[config.mk]
export PLATFORM = sky130hd
export DESIGN_NAME = host_chan_top
export DESIGN_NICKNAME = d
export VERILOG_FILES = /design/src/hw/host_chan_pkg.sv /design/src/hw/host_req_arbiter.sv /design/src/hw/host_rsp_router.sv /design/src/hw/host_pipe_bridge.sv /design/src/hw/host_chan_top.sv
export SDC_FILE = /design/constraint.sdc
export NUM_CORES = 1
export LEC_CHECK = 0
export BUFFER_PORTS_ARGS = -buffer_cell sky130_fd_sc_hd__buf_2
export CAP_MARGIN = 20
export CORE_AREA = 4 4 187 189
export CTS_BUF_LIST = sky130_fd_sc_hd__clkbuf_4 sky130_fd_sc_hd__clkbuf_8 sky130_fd_sc_hd__clkbuf_16
export DETAILED_ROUTE_END_ITERATION = 8
export DIE_AREA = 0 0 191 193
export MAX_ROUTING_LAYER = met4
export PLACE_DENSITY = 0.5
export SLEW_MARGIN = 20
export SYNTH_ARGS = -nofsm -noshare
export SYNTH_HDL_FRONTEND = slang
export SYNTH_SLANG_ARGS = --single-unit
export TNS_END_PERCENT = 50
[constraint.sdc]
create_clock -name Clk_100 -period 12.7 [get_ports Clk_100]
set_input_delay 1.27 -clock Clk_100 [delete_from_list [all_inputs] [get_ports Clk_100]]
set_output_delay 1.27 -clock Clk_100 [all_outputs]
set_load 0.01 [all_outputs]
[src/hw/host_chan_pkg.sv]
/*
 * Host channel sharing package
 *
 * Widths, port count and read pipe depth shared by the arbiter,
 * pipeline bridge and response router. Also holds the upstream tag
 * word, which the arbiter builds from a port index and the port's own
 * tag and which the bridge and host treat as a flat value.
 */
package host_chan_pkg;

   // ====================
   // Channel geometry
   // ====================

   // Accelerator ports sharing the single host channel
   localparam int NUM_PORTS       = 4;
   localparam int PORT_BITS       = 2;

   // Word address and data
   localparam int ADDR_WIDTH      = 16;
   localparam int DATA_WIDTH      = 32;

   // Per-port read tag and the widened upstream tag
   localparam int AFU_TAG_BITS    = 6;
   localparam int HOST_TAG_BITS   = PORT_BITS + AFU_TAG_BITS;

   // Register stages between host_readdatavalid and the ports
   localparam int READ_PIPE_DEPTH = 2;

   // ====================
   // Upstream tag word
   // ====================

   // Port index sits in the upper bits, original port tag below it
   typedef struct packed {
      logic [PORT_BITS-1:0]    port;
      logic [AFU_TAG_BITS-1:0] tag;
   } host_tag_split_t;

   // Raw view for the bridge and host, split view for arbiter and router
   typedef union packed {
      logic [HOST_TAG_BITS-1:0] raw;
      host_tag_split_t          split;
   } host_tag_t;

endpackage

[src/hw/host_req_arbiter.sv]
/*
 * Host request arbiter
 *
 * Round-robin choice among the accelerator ports for the one host
 * channel. The granted port's request is forwarded combinationally
 * with its port index folded into the upstream tag. The pointer moves
 * past the granted port each time the bridge accepts a request.
 */
module host_req_arbiter
   import host_chan_pkg::*;
(
   input  logic                    Clk_100,
   input  logic                    reset,

   // Accelerator ports
   input  logic                    afu_read        [NUM_PORTS],
   input  logic                    afu_write       [NUM_PORTS],
   input  logic [ADDR_WIDTH-1:0]   afu_address     [NUM_PORTS],
   input  logic [DATA_WIDTH-1:0]   afu_writedata   [NUM_PORTS],
   input  logic [AFU_TAG_BITS-1:0] afu_tag         [NUM_PORTS],
   output logic                    afu_waitrequest [NUM_PORTS],

   // Selected request toward the bridge
   output logic                    sel_read,
   output logic                    sel_write,
   output logic [ADDR_WIDTH-1:0]   sel_address,
   output logic [DATA_WIDTH-1:0]   sel_writedata,
   output host_tag_t               sel_tag,
   input  logic                    bridge_waitrequest
);

   // Search starts here
   logic [PORT_BITS-1:0] rr_ptr;

   logic [NUM_PORTS-1:0] req;
   logic [PORT_BITS-1:0] grant_idx;
   logic                 grant_vld;
   logic                 accept;

   // ====================
   // Grant selection
   // ====================

   always_comb
   begin
      for (int i = 0; i < NUM_PORTS; i++)
      begin
         req[i] = afu_read[i] | afu_write[i];
      end
   end

   // First requesting port at or after the pointer, wrapping around
   always_comb
   begin : pick
      logic [PORT_BITS-1:0] cand;

      grant_vld = 1'b0;
      grant_idx = rr_ptr;
      for (int k = 0; k < NUM_PORTS; k++)
      begin
         cand = rr_ptr + PORT_BITS'(k);
         if (!grant_vld && req[cand])
         begin
            grant_vld = 1'b1;
            grant_idx = cand;
         end
      end
   end

   // ====================
   // Request mux
   // ====================

   always_comb
   begin
      sel_read             = grant_vld & afu_read[grant_idx];
      sel_write            = grant_vld & afu_write[grant_idx];
      sel_address          = afu_address[grant_idx];
      sel_writedata        = afu_writedata[grant_idx];
      sel_tag.split.port   = grant_idx;
      sel_tag.split.tag    = afu_tag[grant_idx];
   end

   // Only the granted port sees waitrequest low, and only when the bridge has room
   always_comb
   begin
      for (int i = 0; i < NUM_PORTS; i++)
      begin
         afu_waitrequest[i] = bridge_waitrequest | ~grant_vld |
                              (grant_idx != PORT_BITS'(i));
      end
   end

   assign accept = grant_vld & ~bridge_waitrequest;

   // ====================
   // Round-robin pointer
   // ====================

   always_ff @(posedge Clk_100)
   begin
      if (reset)
      begin
         rr_ptr <= '0;
      end
      else if (accept)
      begin
         // Wraps naturally since NUM_PORTS is a power of two
         rr_ptr <= grant_idx + 1'b1;
      end
   end

endmodule

[src/hw/host_rsp_router.sv]
/*
 * Host response router
 *
 * Splits the tag of each returned read into port index and original
 * port tag, and raises readdatavalid on the owning port only. Purely
 * combinational from the last read pipe stage of the bridge.
 */
module host_rsp_router
   import host_chan_pkg::*;
(
   // Last stage of the bridge read pipe
   input  logic                    pipe_readdatavalid,
   input  logic [DATA_WIDTH-1:0]   pipe_readdata,
   input  host_tag_t               pipe_tag,

   // Per-port read responses
   output logic                    afu_readdatavalid [NUM_PORTS],
   output logic [DATA_WIDTH-1:0]   afu_readdata      [NUM_PORTS],
   output logic [AFU_TAG_BITS-1:0] afu_rsp_tag       [NUM_PORTS]
);

   logic [PORT_BITS-1:0]    rsp_port;
   logic [AFU_TAG_BITS-1:0] rsp_tag;

   // ====================
   // Tag decode
   // ====================

   // The arbiter packed the port index above the original tag
   assign rsp_port = pipe_tag.split.port;
   assign rsp_tag  = pipe_tag.split.tag;

   // ====================
   // Per-port delivery
   // ====================

   always_comb
   begin
      for (int i = 0; i < NUM_PORTS; i++)
      begin
         // One-hot valid, data and tag fan out to every port
         afu_readdatavalid[i] = pipe_readdatavalid &
                                (rsp_port == PORT_BITS'(i));
         afu_readdata[i]      = pipe_readdata;
         afu_rsp_tag[i]       = rsp_tag;
      end
   end

endmodule

[src/hw/host_pipe_bridge.sv]
/*
 * Host pipeline bridge
 *
 * Registers the request path through a two-entry skid buffer with a
 * registered waitrequest toward the arbiter, and carries host read
 * responses through a fixed READ_PIPE_DEPTH register pipeline.
 */
module host_pipe_bridge
   import host_chan_pkg::*;
(
   input  logic                     Clk_100,
   input  logic                     reset,

   // Request from the arbiter
   input  logic                     sel_read,
   input  logic                     sel_write,
   input  logic [ADDR_WIDTH-1:0]    sel_address,
   input  logic [DATA_WIDTH-1:0]    sel_writedata,
   input  host_tag_t                sel_tag,
   output logic                     bridge_waitrequest,

   // Host channel
   output logic                     host_read,
   output logic                     host_write,
   output logic [ADDR_WIDTH-1:0]    host_address,
   output logic [DATA_WIDTH-1:0]    host_writedata,
   output logic [HOST_TAG_BITS-1:0] host_tag,
   input  logic                     host_waitrequest,
   input  logic                     host_readdatavalid,
   input  logic [DATA_WIDTH-1:0]    host_readdata,
   input  logic [HOST_TAG_BITS-1:0] host_rsp_tag,

   // Read responses toward the router
   output logic                     pipe_readdatavalid,
   output logic [DATA_WIDTH-1:0]    pipe_readdata,
   output host_tag_t                pipe_tag
);

   // ====================
   // Request skid buffer
   // ====================

   // Two entries, payload only
   logic                  req_rd_q   [2];
   logic                  req_wr_q   [2];
   logic [ADDR_WIDTH-1:0] req_addr_q [2];
   logic [DATA_WIDTH-1:0] req_data_q [2];
   host_tag_t             req_tag_q  [2];

   logic                  wr_ptr;
   logic                  rd_ptr;
   logic [1:0]            count;
   logic [1:0]            count_next;
   logic                  push;
   logic                  pop;

   assign push       = (sel_read | sel_write) & ~bridge_waitrequest;
   assign pop        = (count != 2'd0) & ~host_waitrequest;
   assign count_next = count + {1'b0, push} - {1'b0, pop};

   always_ff @(posedge Clk_100)
   begin
      if (reset)
      begin
         count              <= '0;
         wr_ptr             <= 1'b0;
         rd_ptr             <= 1'b0;
         // Held off for the first cycle out of reset
         bridge_waitrequest <= 1'b1;
      end
      else
      begin
         count              <= count_next;
         bridge_waitrequest <= (count_next == 2'd2);
         if (push)
            wr_ptr <= ~wr_ptr;
         if (pop)
            rd_ptr <= ~rd_ptr;
      end
   end

   always_ff @(posedge Clk_100)
   begin
      if (push)
      begin
         req_rd_q[wr_ptr]   <= sel_read;
         req_wr_q[wr_ptr]   <= sel_write;
         req_addr_q[wr_ptr] <= sel_address;
         req_data_q[wr_ptr] <= sel_writedata;
         req_tag_q[wr_ptr]  <= sel_tag;
      end
   end

   // Head entry stays put until the host drops waitrequest
   assign host_read      = (count != 2'd0) & req_rd_q[rd_ptr];
   assign host_write     = (count != 2'd0) & req_wr_q[rd_ptr];
   assign host_address   = req_addr_q[rd_ptr];
   assign host_writedata = req_data_q[rd_ptr];
   assign host_tag       = req_tag_q[rd_ptr].raw;

   // ====================
   // Read data pipe
   // ====================

   logic                  rsp_vld_q  [READ_PIPE_DEPTH];
   logic [DATA_WIDTH-1:0] rsp_data_q [READ_PIPE_DEPTH];
   host_tag_t             rsp_tag_q  [READ_PIPE_DEPTH];

   always_ff @(posedge Clk_100)
   begin
      if (reset)
      begin
         for (int s = 0; s < READ_PIPE_DEPTH; s++)
            rsp_vld_q[s] <= 1'b0;
      end
      else
      begin
         rsp_vld_q[0] <= host_readdatavalid;
         for (int s = 1; s < READ_PIPE_DEPTH; s++)
            rsp_vld_q[s] <= rsp_vld_q[s-1];
      end
   end

   always_ff @(posedge Clk_100)
   begin
      rsp_data_q[0]    <= host_readdata;
      rsp_tag_q[0].raw <= host_rsp_tag;
      for (int s = 1; s < READ_PIPE_DEPTH; s++)
      begin
         rsp_data_q[s] <= rsp_data_q[s-1];
         rsp_tag_q[s]  <= rsp_tag_q[s-1];
      end
   end

   assign pipe_readdatavalid = rsp_vld_q[READ_PIPE_DEPTH-1];
   assign pipe_readdata      = rsp_data_q[READ_PIPE_DEPTH-1];
   assign pipe_tag           = rsp_tag_q[READ_PIPE_DEPTH-1];

endmodule

[src/hw/host_chan_top.sv]
/*
 * Host channel sharing top level
 *
 * Four accelerator ports share one host memory channel: a round-robin
 * arbiter feeds the pipeline bridge, and read responses coming back
 * through the bridge are routed to their port by tag.
 */
module host_chan_top
   import host_chan_pkg::*;
(
   input  logic                     Clk_100,
   input  logic                     reset,

   // Accelerator ports
   input  logic                     afu_read          [NUM_PORTS],
   input  logic                     afu_write         [NUM_PORTS],
   input  logic [ADDR_WIDTH-1:0]    afu_address       [NUM_PORTS],
   input  logic [DATA_WIDTH-1:0]    afu_writedata     [NUM_PORTS],
   input  logic [AFU_TAG_BITS-1:0]  afu_tag           [NUM_PORTS],
   output logic                     afu_waitrequest   [NUM_PORTS],
   output logic                     afu_readdatavalid [NUM_PORTS],
   output logic [DATA_WIDTH-1:0]    afu_readdata      [NUM_PORTS],
   output logic [AFU_TAG_BITS-1:0]  afu_rsp_tag       [NUM_PORTS],

   // Host channel
   output logic                     host_read,
   output logic                     host_write,
   output logic [ADDR_WIDTH-1:0]    host_address,
   output logic [DATA_WIDTH-1:0]    host_writedata,
   output logic [HOST_TAG_BITS-1:0] host_tag,
   input  logic                     host_waitrequest,
   input  logic                     host_readdatavalid,
   input  logic [DATA_WIDTH-1:0]    host_readdata,
   input  logic [HOST_TAG_BITS-1:0] host_rsp_tag
);

   // Arbiter to bridge
   logic                  sel_read;
   logic                  sel_write;
   logic [ADDR_WIDTH-1:0] sel_address;
   logic [DATA_WIDTH-1:0] sel_writedata;
   host_tag_t             sel_tag;
   logic                  bridge_waitrequest;

   // Bridge to router
   logic                  pipe_readdatavalid;
   logic [DATA_WIDTH-1:0] pipe_readdata;
   host_tag_t             pipe_tag;

   host_req_arbiter u_arbiter (
      .Clk_100            (Clk_100),
      .reset              (reset),
      .afu_read           (afu_read),
      .afu_write          (afu_write),
      .afu_address        (afu_address),
      .afu_writedata      (afu_writedata),
      .afu_tag            (afu_tag),
      .afu_waitrequest    (afu_waitrequest),
      .sel_read           (sel_read),
      .sel_write          (sel_write),
      .sel_address        (sel_address),
      .sel_writedata      (sel_writedata),
      .sel_tag            (sel_tag),
      .bridge_waitrequest (bridge_waitrequest)
   );

   host_pipe_bridge u_bridge (
      .Clk_100            (Clk_100),
      .reset              (reset),
      .sel_read           (sel_read),
      .sel_write          (sel_write),
      .sel_address        (sel_address),
      .sel_writedata      (sel_writedata),
      .sel_tag            (sel_tag),
      .bridge_waitrequest (bridge_waitrequest),
      .host_read          (host_read),
      .host_write         (host_write),
      .host_address       (host_address),
      .host_writedata     (host_writedata),
      .host_tag           (host_tag),
      .host_waitrequest   (host_waitrequest),
      .host_readdatavalid (host_readdatavalid),
      .host_readdata      (host_readdata),
      .host_rsp_tag       (host_rsp_tag),
      .pipe_readdatavalid (pipe_readdatavalid),
      .pipe_readdata      (pipe_readdata),
      .pipe_tag           (pipe_tag)
   );

   host_rsp_router u_router (
      .pipe_readdatavalid (pipe_readdatavalid),
      .pipe_readdata      (pipe_readdata),
      .pipe_tag           (pipe_tag),
      .afu_readdatavalid  (afu_readdatavalid),
      .afu_readdata       (afu_readdata),
      .afu_rsp_tag        (afu_rsp_tag)
   );

endmodule

==> metrics.csv, run 1 <==
stage,metric,value,unit
placement,detailed-placement wirelength estimate,18500,um
clock_network,CTS H-tree depth,1,
cells_and_area,layout cells sized above 1,57.8,%
yosys,post-synth top area share,36.9,%
critical_path,cells on worst reg2reg path,4,
clock_network,CTS sink count,206,
global_routing,first-pass GRT wire length,34100,um
pwr,P per Cell Area,219,nW/um^2
global_routing,initial antenna violation count,1,
worst_hold_path,worst hold path depth,0,
worst_hold_path,class of the worst hold path,flip-flop to flip-flop,
flow_run,Max Cap Viol,0,
yosys,"Seq/Total Area, Yosys",56.0,%
critical_path,r2r endpoint,u_bridge.req_data_q[0][30],
worst_hold_path,Worst Hold Path EP,u_bridge.rsp_data_q[0][32],
timing,setup ws final,8.41,ns
placement,Placer Congestion,0.763,
timing,WHS,0.324,ns
timing,Setup-failing EPs final,0,
clock_network,worst-skew pair later-pin latency,0.51,ns
critical_path,CP Data Arrival Time,3.02,ns
yosys,leading area contributor after synthesis,edfxtp_1,
global_routing,global route overflow,0,
timing,"Hold Vio Cnt, Final",0,
placement,pre-CTS setup slack,8.45,ns
clock_network,clock-pin slew on the worst setup and hold paths,0.06,ns
cells_and_area,number of fill cells,3340,
timing,Worst Max-Slew Pin Slew,1.07,ns
pwr,final total power,2600,uW
critical_path,worst r2r src,u_arbiter.rr_ptr[1],
drt,drt total wl,24400,um
global_routing,GRT Resource Usage Total,12.3,%
critical_path,Worst Path Max Fanout,25,
pwr,leakage,0.00519,uW
drt,DR WL/cell,16.5,um
die,die footprint,36900,um^2
clock_network,Num CTS Buffers,23,
critical_path,Startpoint Class,input pin,
yosys,"FF+latch count, synth",206,
die,Die Y,193,um
cells_and_area,Area growth syn-to-layout,25.7,%
critical_path,crit path kind,input pin to output port,
pwr,worst vdd ir,0.209,mV
cells_and_area,fin nets,1288,
yosys,post-synth net total,953,
global_routing,largest net degree at the start of global routing,59,
die,Initial Utilization,28.4,%
clock_network,Hold Buf Count CTS,0,
yosys,ranking of synthesized cells by area,"edfxtp_1 37%, dfxtp_1 19%, mux2i_1 18%, buf_4 12%, mux2_2 6.7%",
critical_path,CP endpoint kind,output port,
timing,clk_skew,0.00709,ns
yosys,Synth async-reset ratio,0,%
drt,drt first pass iters,4,
drt,Vias/cell,4.09,
critical_path,"Req. time, crit path",11.43,ns
outcome,outcome,completed,
placement,I/O Buffers,485,
drt,via count,6063,
yosys,Cells after Synth,680,
timing,RSZ-0062 raised after global routing,false,
clock_network,# resized after CTS,0,
yosys,Mean Syn Cell Area,13.9,um^2
drt,Antenna Nets Post-Route,0,
worst_hold_path,min-delay src,u_bridge.rsp_data_q[0][0],
yosys,Post-Syn Area,9440,um^2
global_routing,vias in the first global route,6064,
timing,TNS Setup,0,ns
yosys,Post-synth EDFFs,116,
die,Site Rows,67,
drt,detailed-route DRC error count,0,
die,core footprint,33300,um^2
critical_path,R2R Setup Slk,9.80,ns
die,# IOs,486,
clock_network,total setup buffers inserted after CTS,0,
drt,DR iter-0 viols,157,
clock_network,clk buf depth,3,
timing,fmax,233,MHz
timing,period utilisation layout,33.8,%
yosys,synthesis warning total,0,
timing,Worst slew margin,28.8,%
yosys,most frequent cells after synthesis,"167 x mux2i_1, 153 x buf_4, 116 x edfxtp_1",
timing,Slew Limit Fails,0,
timing,Final min period,4.29,ns
die,Die Width,191,um
yosys,Yosys cell types,39,
yosys,Synth Flop Type,edfxtp_1,
clock_network,TritonCTS clock tree,built,
clock_network,Root Driver,clkbuf_16,
yosys,most frequent cell after synthesis,mux2i_1,
[stage by stage]
stage,instances,util [%],area (um^2)
3_3_place_gp,1438,33.3,11100
3_5_place_dp,1438,33.3,11100
6_report,1481,35.6,11900
2_1_floorplan,680,-,9440
4_1_cts,1480,35.6,11900
5_1_grt,1481,35.6,11900
[final cells by class]
cell class / instances / area [um^2] / area share, %
flip-flops and latches: 206 / 5290 / 44.6
diodes: 1 / 2.50 / 0.0211
clock buffers: 29 / 679 / 5.73
clock inverters: 13 / 87.6 / 0.738
well taps: 448 / 561 / 4.72
repair buffers: 491 / 2470 / 20.8
inverters: 4 / 15.0 / 0.127
multi-input cells: 289 / 2760 / 23.3
[worst max-delay path by stage]
stage                                            to  slack (ns)          from
final                            afu_waitrequest[3]        8.41  afu_write[3]
after global routing             afu_waitrequest[3]        8.23  afu_write[3]
after CTS                        afu_waitrequest[3]        8.44  afu_write[3]
after detailed placement         afu_waitrequest[3]        8.45  afu_write[3]
after global placement           afu_waitrequest[3]        8.45  afu_write[3]
after floorplan           u_bridge.req_addr_q[0][0]        7.72  afu_write[1]
[kinds of logic after synthesis]
kind of cell             after synthesis  share of synthesized area (%)
XOR/XNOR                               4                          0.371
AND/OR/NAND/NOR                       39                           2.16
AO/OA/AOI/OAI                         18                           1.43
multiplexers                         223                           24.4
adder cells (fa/ha/maj)                5                          0.663
buffers and inverters                185                           15.0
flip-flops                           206                           56.0
[report_power, final]
part	switching [uW]	internal, uW
clock network	273	385
registers	43.1	947
logic	537	418
[metal layers]
metal  vias to the layer above  track usage (%)  share of wire [%]
met5                         -                -                  0
met4                         0             3.18                1.9
met3                        34             3.24                9.3
met2                       296             22.9                 53
met1                      2785             13.0                 36
li1                       2948                -                  -
[layout by cell type, fill, tap and decap left out, drive strengths merged]
cell type	Yosys	routed
buf	175	491
nor3b	2	2
o21bai	2	2
nor2b	5	5
and3b	1	1
nand2b	1	1
ha	5	5
nor2	16	16
nor3	2	2
dfxtp	90	90
clkinv	0	6
o22ai	2	2
mux2	56	56
xor2	1	1
a2bb2oi	1	1
nor4	2	2
a211oi	2	2
a22oi	4	4
clkbuf	6	29
o32ai	1	1
o21ai	1	1
edfxtp	116	116
a221o	1	1
inv	4	11
mux2i	167	167
and3	1	1
nand2	7	7
and2	1	1
xnor2	3	3
diode	0	1
a222oi	1	1
or2	1	1
a21oi	3	3
[state kept, by name, summed over array words and instances, names as in the netlist, named ones only]
signal	flops
u_bridge.req_addr_q	32
u_bridge.count	2
u_bridge.req_data_q	64
u_bridge.req_tag_q	16
u_bridge.req_wr_q	2
u_arbiter.rr_ptr	2
u_bridge.bridge_waitrequest	1
u_bridge.rsp_vld_q	2
u_bridge.rsp_tag_q	16
u_bridge.wr_ptr	1
u_bridge.rsp_data_q	64
u_bridge.req_rd_q	2
u_bridge.rd_ptr	1
[worst max-delay path: stages]
cell,delay [ns]
buf_2,0.13
nor4_4,0.35
nand2_1,0.15
a211oi_4,0.27
buf_4,0.38
inv_2,0.07
ha_1,0.18
nand2_1,0.05
buf_2,0.14
Note: power is estimated with default switching activity, not from simulation.
==> run 2: changes to the inputs <==
clock period = 4.1 ns   (was 12.7 ns; I/O delays follow)
==> metrics.csv, run 2 (synthesized netlist as in run 1, its figures left out) <==
stage,metric,value,unit,change
critical_path,CP Data Arrival Time,2.58,ns,-0.44 ns
critical_path,Startpoint Class,flip-flop,,
timing,Slew Limit Fails,0,,unchanged
critical_path,CP endpoint kind,output port,,
cells_and_area,"commonest non-fill, non-tap cells in the layout","485 x buf_2, 167 x mux2i_1, 116 x edfxtp_1, 89 x dfxtp_1, 56 x mux2_2",,
global_routing,vias in the first global route,6498,,+7.2%
clock_network,TritonCTS clock tree,built,,
clock_network,CTS sink count,206,,unchanged
die,core footprint,33300,um^2,unchanged
clock_network,Root Driver,clkbuf_16,,
outcome,outcome,completed,,
cells_and_area,number of fill cells,3295,,-1.3%
pwr,P per Cell Area,662,nW/um^2,+200%
cells_and_area,post-route cell area,12400,um^2,+4.3%
timing,RSZ-0062 raised after global routing,false,,
timing,"Hold Vio Cnt, Final",0,,unchanged
timing,Setup-failing EPs final,0,,unchanged
worst_hold_path,class of the worst hold path,input pin to flip-flop,,
placement,pre-CTS setup slack,1.13,ns,-7.32 ns
critical_path,crit path kind,flip-flop to output port,,
timing,clk_skew,0.0101,ns,+0.00305 ns
pwr,leakage,0.00539,uW,+4.0%
cells_and_area,Post-Layout Cell Count,1526,,+3.0%
die,Site Rows,67,,unchanged
cells_and_area,Area growth syn-to-layout,31.1,%,
placement,Placer Congestion,0.782,,+2.5%
timing,period utilisation layout,72.9,%,
die,Initial Utilization,28.4,%,unchanged
critical_path,"Req. time, crit path",3.69,ns,-7.74 ns
die,Die Y,193,um,unchanged
drt,DR iter-0 viols,163,,+3.8%
drt,drt total wl,25000,um,+2.6%
drt,via count,6285,,+3.7%
drt,Vias/cell,4.12,,+0.60%
drt,DR WL/cell,16.4,um,-0.42%
global_routing,first-pass GRT wire length,35100,um,+2.9%
clock_network,clock-pin slew on the worst setup and hold paths,0.05,ns,about the same
clock_network,CTS H-tree depth,1,,unchanged
placement,Placed Cells,1442,,+0.28%
global_routing,initial antenna violation count,2,,+1
die,Die Width,191,um,unchanged
drt,detailed-route DRC error count,0,,unchanged
drt,drt first pass iters,4,,unchanged
timing,Final min period,2.99,ns,
timing,Worst Max-Slew Pin Slew,0.893,ns,-0.175 ns
die,die footprint,36900,um^2,unchanged
global_routing,global route overflow,0,,unchanged
cells_and_area,fin nets,1332,,+3.4%
timing,fmax,335,MHz,
placement,detailed-placement wirelength estimate,19000,um,+3.0%
pwr,final total power,8190,uW,+210%
placement,DP Area,11200,um^2,+0.82%
clock_network,Num CTS Buffers,23,,unchanged
cells_and_area,layout cells sized above 1,55.8,%,-2.1 points
cells_and_area,register area,5290,um^2,unchanged
clock_network,# resized after CTS,0,,unchanged
timing,TNS Setup,0,ns,unchanged
critical_path,Worst Path Max Fanout,62,,+150%
cells_and_area,"commonest non-fill, non-tap cell in the layout",buf_2,,
pwr,worst vdd ir,0.385,mV,+84%
global_routing,largest net degree at the start of global routing,63,,+6.8%
die,# IOs,486,,unchanged
cells_and_area,biggest registers after layout,"u_bridge.req_data_q x64, u_bridge.rsp_data_q x64, u_bridge.req_addr_q x32",,
drt,Antenna Nets Post-Route,0,,unchanged
clock_network,clk buf depth,3,,unchanged
timing,Worst slew margin,40.2,%,+11 points
clock_network,worst-skew pair later-pin latency,0.51,ns,about the same
placement,I/O Buffers,485,,unchanged
timing,setup ws final,1.11,ns,-7.30 ns
global_routing,GRT Resource Usage Total,12.7,%,+0.40 points
flow_run,Max Cap Viol,0,,unchanged
cells_and_area,area occupied by multi-input gates,2760,um^2,-0.18%
[run 2: cell count changes in the layout (fill, tap and decap cells not counted), moves of 2 or more]
cell / before / now
dlygate4sd3_1: 0 / 40
clkbuf_16: 26 / 24
clkbuf_8: 1 / 6
buf_12: 0 / 5
clkinv_2: 5 / 3
inv_6: 4 / 2
[run 2: timing repair]
action | in CTS | in global routing
endpoints found under the hold margin | 40 | 0
setup buffers | 0 | 0
hold buffers | 40 | 0
[run 2: layout make-up]
type | count | area share, %
clock buffer | 31 | 5.58
sequential | 206 | 42.7
clock inverter | 11 | 0.769
timing repair buffer | 535 | 24.0
antenna | 2 | 0.0404
tap | 448 | 4.53
multi-input combinational | 289 | 22.3
inverter | 4 | 0.121
[run 2: final timing paths]
path,startpoint,endpoint,slack [ns],depth (start not counted)
setup / recovery,u_arbiter.rr_ptr[1],afu_waitrequest[3],1.11,7
setup reg to reg,u_arbiter.rr_ptr[0],u_bridge.req_data_q[0][6],1.45,6
hold reg to reg,u_bridge.rsp_data_q[0][6],u_bridge.rsp_data_q[0][38],0.33,0
hold / removal,host_readdatavalid,u_bridge.rsp_vld_q[0][0],0.12,2
[run 2: where the power goes]
part           internal [uW]  total, uW  leakage (uW)  switching, uW
clock network           1250       2090      0.000396            838
logic                   1370       3020       0.00316           1650
registers               2920       3080       0.00184            154
total                   5550       8190       0.00539           2640
[run 2: critical path, stage by stage, from the launching register on]
cell,delay (ns)
dfxtp_1,0.50
o32ai_1,0.13
a222oi_1,0.51
buf_12,0.43
inv_2,0.07
ha_1,0.21
nand2_1,0.06
buf_2,0.13
[run 2: layer usage]
metal	part of all wire, %	vias to the layer above	wire (um)	track usage (%)
li1	-	3044	-	-
met1	36	2920	8950	13.2
met2	53	289	13400	24.0
met3	8.7	32	2170	3.04
met4	2.0	0	508	3.29
met5	0	-	0	-
[run 2: metrics by stage]
stage | hold slack (ns) | utilization (%)
after global routing | 0.107 | 37.2
after floorplan | 0.310 | -
after CTS | 0.0870 | 37.2
after global placement | 0.310 | 33.6
after detailed placement | 0.312 | 33.6
final | 0.122 | 37.2
==> run 3: changes to the inputs <==
clock period = 3 ns   (was 4.1 ns; I/O delays follow)
==> metrics.csv, run 3 (synthesized netlist as in run 1, its figures left out) <==
stage,metric,value,unit,change
outcome,outcome,completed,,
die,# IOs,486,,unchanged
clock_network,Root Driver,clkbuf_16,,
timing,WHS,0.101,ns,-0.0214 ns
critical_path,CP bufs+invs,3,,unchanged
flow_run,Max Cap Viol,0,,unchanged
critical_path,Worst Path Max Fanout,33,,-47%
drt,DR WL/cell,16.4,um,about the same
global_routing,vias in the first global route,6370,,-2.0%
cells_and_area,Post-Layout Cell Count,1536,,+0.66%
pwr,sequential power share,36.7,%,-0.9 points
timing,RSZ-0062 raised after global routing,false,,
pwr,Clk pwr share,26.1,%,+0.6 points
timing,fmax,384,MHz,
clock_network,Num CTS Buffers,24,,+4.3%
pwr,NetSw,3620,uW,+37%
clock_network,worst-skew pair later-pin latency,0.52,ns,about the same
critical_path,CP Data Arrival Time,2.30,ns,-0.28 ns
critical_path,CP peak stage delay,0.47,ns,-0.04 ns
cells_and_area,layout cells sized above 1,56.0,%,+0.23 points
timing,TNS Setup,0,ns,unchanged
worst_hold_path,class of the worst hold path,input pin to flip-flop,,
drt,drt first pass iters,4,,unchanged
drt,Vias/cell,4.11,,-0.11%
drt,via count,6319,,+0.54%
drt,DR iter-0 viols,129,,-21%
critical_path,crit path kind,flip-flop to output port,,
timing,Setup-failing EPs final,0,,unchanged
placement,DP Area,11200,um^2,+0.56%
pwr,Net Sw Frac,31.8,%,-0.43 points
cells_and_area,number of fill cells,3287,,-0.24%
pwr,combinational power share,37.1,%,+0.2 points
clock_network,TritonCTS clock tree,built,,
pwr,worst vdd ir,0.394,mV,+2.2%
cells_and_area,biggest registers after layout,"u_bridge.req_data_q x64, u_bridge.rsp_data_q x64, u_bridge.req_addr_q x32",,
cells_and_area,fin nets,1339,,+0.53%
timing,Final min period,2.60,ns,
pwr,P per Cell Area,909,nW/um^2,+37%
placement,detailed-placement wirelength estimate,19100,um,+0.55%
clock_network,# resized after CTS,0,,unchanged
die,Initial Utilization,28.4,%,unchanged
clock_network,clk buf depth,3,,unchanged
timing,clk_skew,0.0146,ns,+0.00445 ns
drt,drt total wl,25200,um,+0.70%
pwr,final total power,11400,uW,+39%
placement,Placed Cells,1447,,+0.35%
timing,Worst slew margin,54.3,%,+14 points
placement,Placer Congestion,0.808,,+3.4%
timing,Worst Max-Slew Pin Slew,0.679,ns,-0.214 ns
cells_and_area,register area,5290,um^2,unchanged
timing,"Hold Vio Cnt, Final",0,,unchanged
critical_path,CP top delay family,compound AO/OA/AOI/OAI gates,,
global_routing,GRT Resource Usage Total,12.7,%,about the same
timing,period utilisation layout,86.7,%,
cells_and_area,area occupied by multi-input gates,2760,um^2,unchanged
cells_and_area,post-route cell area,12500,um^2,+1.0%
cells_and_area,"commonest non-fill, non-tap cell in the layout",buf_2,,
placement,I/O Buffers,485,,unchanged
cells_and_area,"commonest non-fill, non-tap cells in the layout","485 x buf_2, 167 x mux2i_1, 116 x edfxtp_1, 89 x dfxtp_1, 56 x mux2_2",,
die,Die Y,193,um,unchanged
timing,Slew Limit Fails,0,,unchanged
critical_path,crit path cell chain,o21bai_1 -> a21oi_1 -> a211oi_4 -> buf_12 -> inv_2 -> ha_1 -> nand2_1 -> buf_2,,
critical_path,CP endpoint kind,output port,,
die,Die Width,191,um,unchanged
cells_and_area,Area growth syn-to-layout,32.5,%,
clock_network,clock-pin slew on the worst setup and hold paths,0.06,ns,about the same
critical_path,"Req. time, crit path",2.70,ns,-0.99 ns
drt,detailed-route DRC error count,0,,unchanged
clock_network,CTS H-tree depth,1,,unchanged
pwr,leakage,0.00546,uW,+1.2%
clock_network,CTS sink count,206,,unchanged
global_routing,initial antenna violation count,3,,+1
die,core footprint,33300,um^2,unchanged
drt,Antenna Nets Post-Route,0,,unchanged
die,die footprint,36900,um^2,unchanged
critical_path,crit path max-delay cell type,dfxtp_1,,
die,Site Rows,67,,unchanged
critical_path,Startpoint Class,flip-flop,,
global_routing,largest net degree at the start of global routing,59,,-6.3%
pwr,Power Internal,7750,uW,+40%
global_routing,global route overflow,0,,unchanged
global_routing,first-pass GRT wire length,35000,um,-0.25%
run 3: layout make-up:
type,count,share of cell area [%]
Tap cell,448,4.48
Inverter,4,0.120
Antenna cell,4,0.0801
Multi-Input combinational cell,289,22.0
Clock inverter,9,0.470
Clock buffer,35,6.22
Timing Repair Buffer,541,24.3
Sequential cell,206,42.3
run 3: worst register-to-register path, cell delays in order (launching register included):
cell      delay, ns
dfxtp_1        0.47
o21bai_1       0.16
a21oi_1        0.12
a211oi_4       0.34
buf_12         0.25
buf_12         0.33
mux2i_1        0.29
mux2i_1        0.12
run 3: final timing paths:
| check | endpoint | cells after the start | start | slack [ns] |
|---|---|---|---|---|
| setup / recovery | afu_waitrequest[3] | 8 | u_arbiter.rr_ptr[0] | 0.40 |
| hold / removal | flip-flop | 2 | reset | 0.10 |
| setup reg to reg | u_bridge.req_data_q[0][13] | 7 | u_arbiter.rr_ptr[0] | 0.67 |
| hold reg to reg | u_bridge.rsp_data_q[0][57] | 0 | u_bridge.rsp_data_q[0][25] | 0.32 |
run 3: timing repair:
item | in CTS | in global routing
endpoints found under the hold margin | 41 | 0
setup buffers | 0 | 0
hold buffers | 41 | 0
run 3: power groups by stage:
stage          clock [uW]  combinational, uW  sequential [uW]
6_report             2970               4220             4180
5_1_grt              3200               4620             4240
4_1_cts              3070               4350             4180
3_5_place_dp            0               4290             4240
3_3_place_gp            0               4260             4220
2_1_floorplan           0               3030             4200
run 3: metrics by stage:
stage | setup slack, ns | util (%)
CTS | 0.345 | 37.5
detailed placement | 0.461 | 33.8
global route | 0.210 | 37.6
floorplan | 0.0883 | -
global placement | 0.516 | 33.8
finish | 0.398 | 37.6
run 3: per-layer routing:
metal | up-vias | wire length [um] | track usage, %
li1 | 3057 | - | -
met1 | 2897 | 8880 | 13.1
met2 | 323 | 13300 | 23.5
met3 | 42 | 2410 | 3.49
met4 | 0 | 575 | 3.84
met5 | - | 0 | -
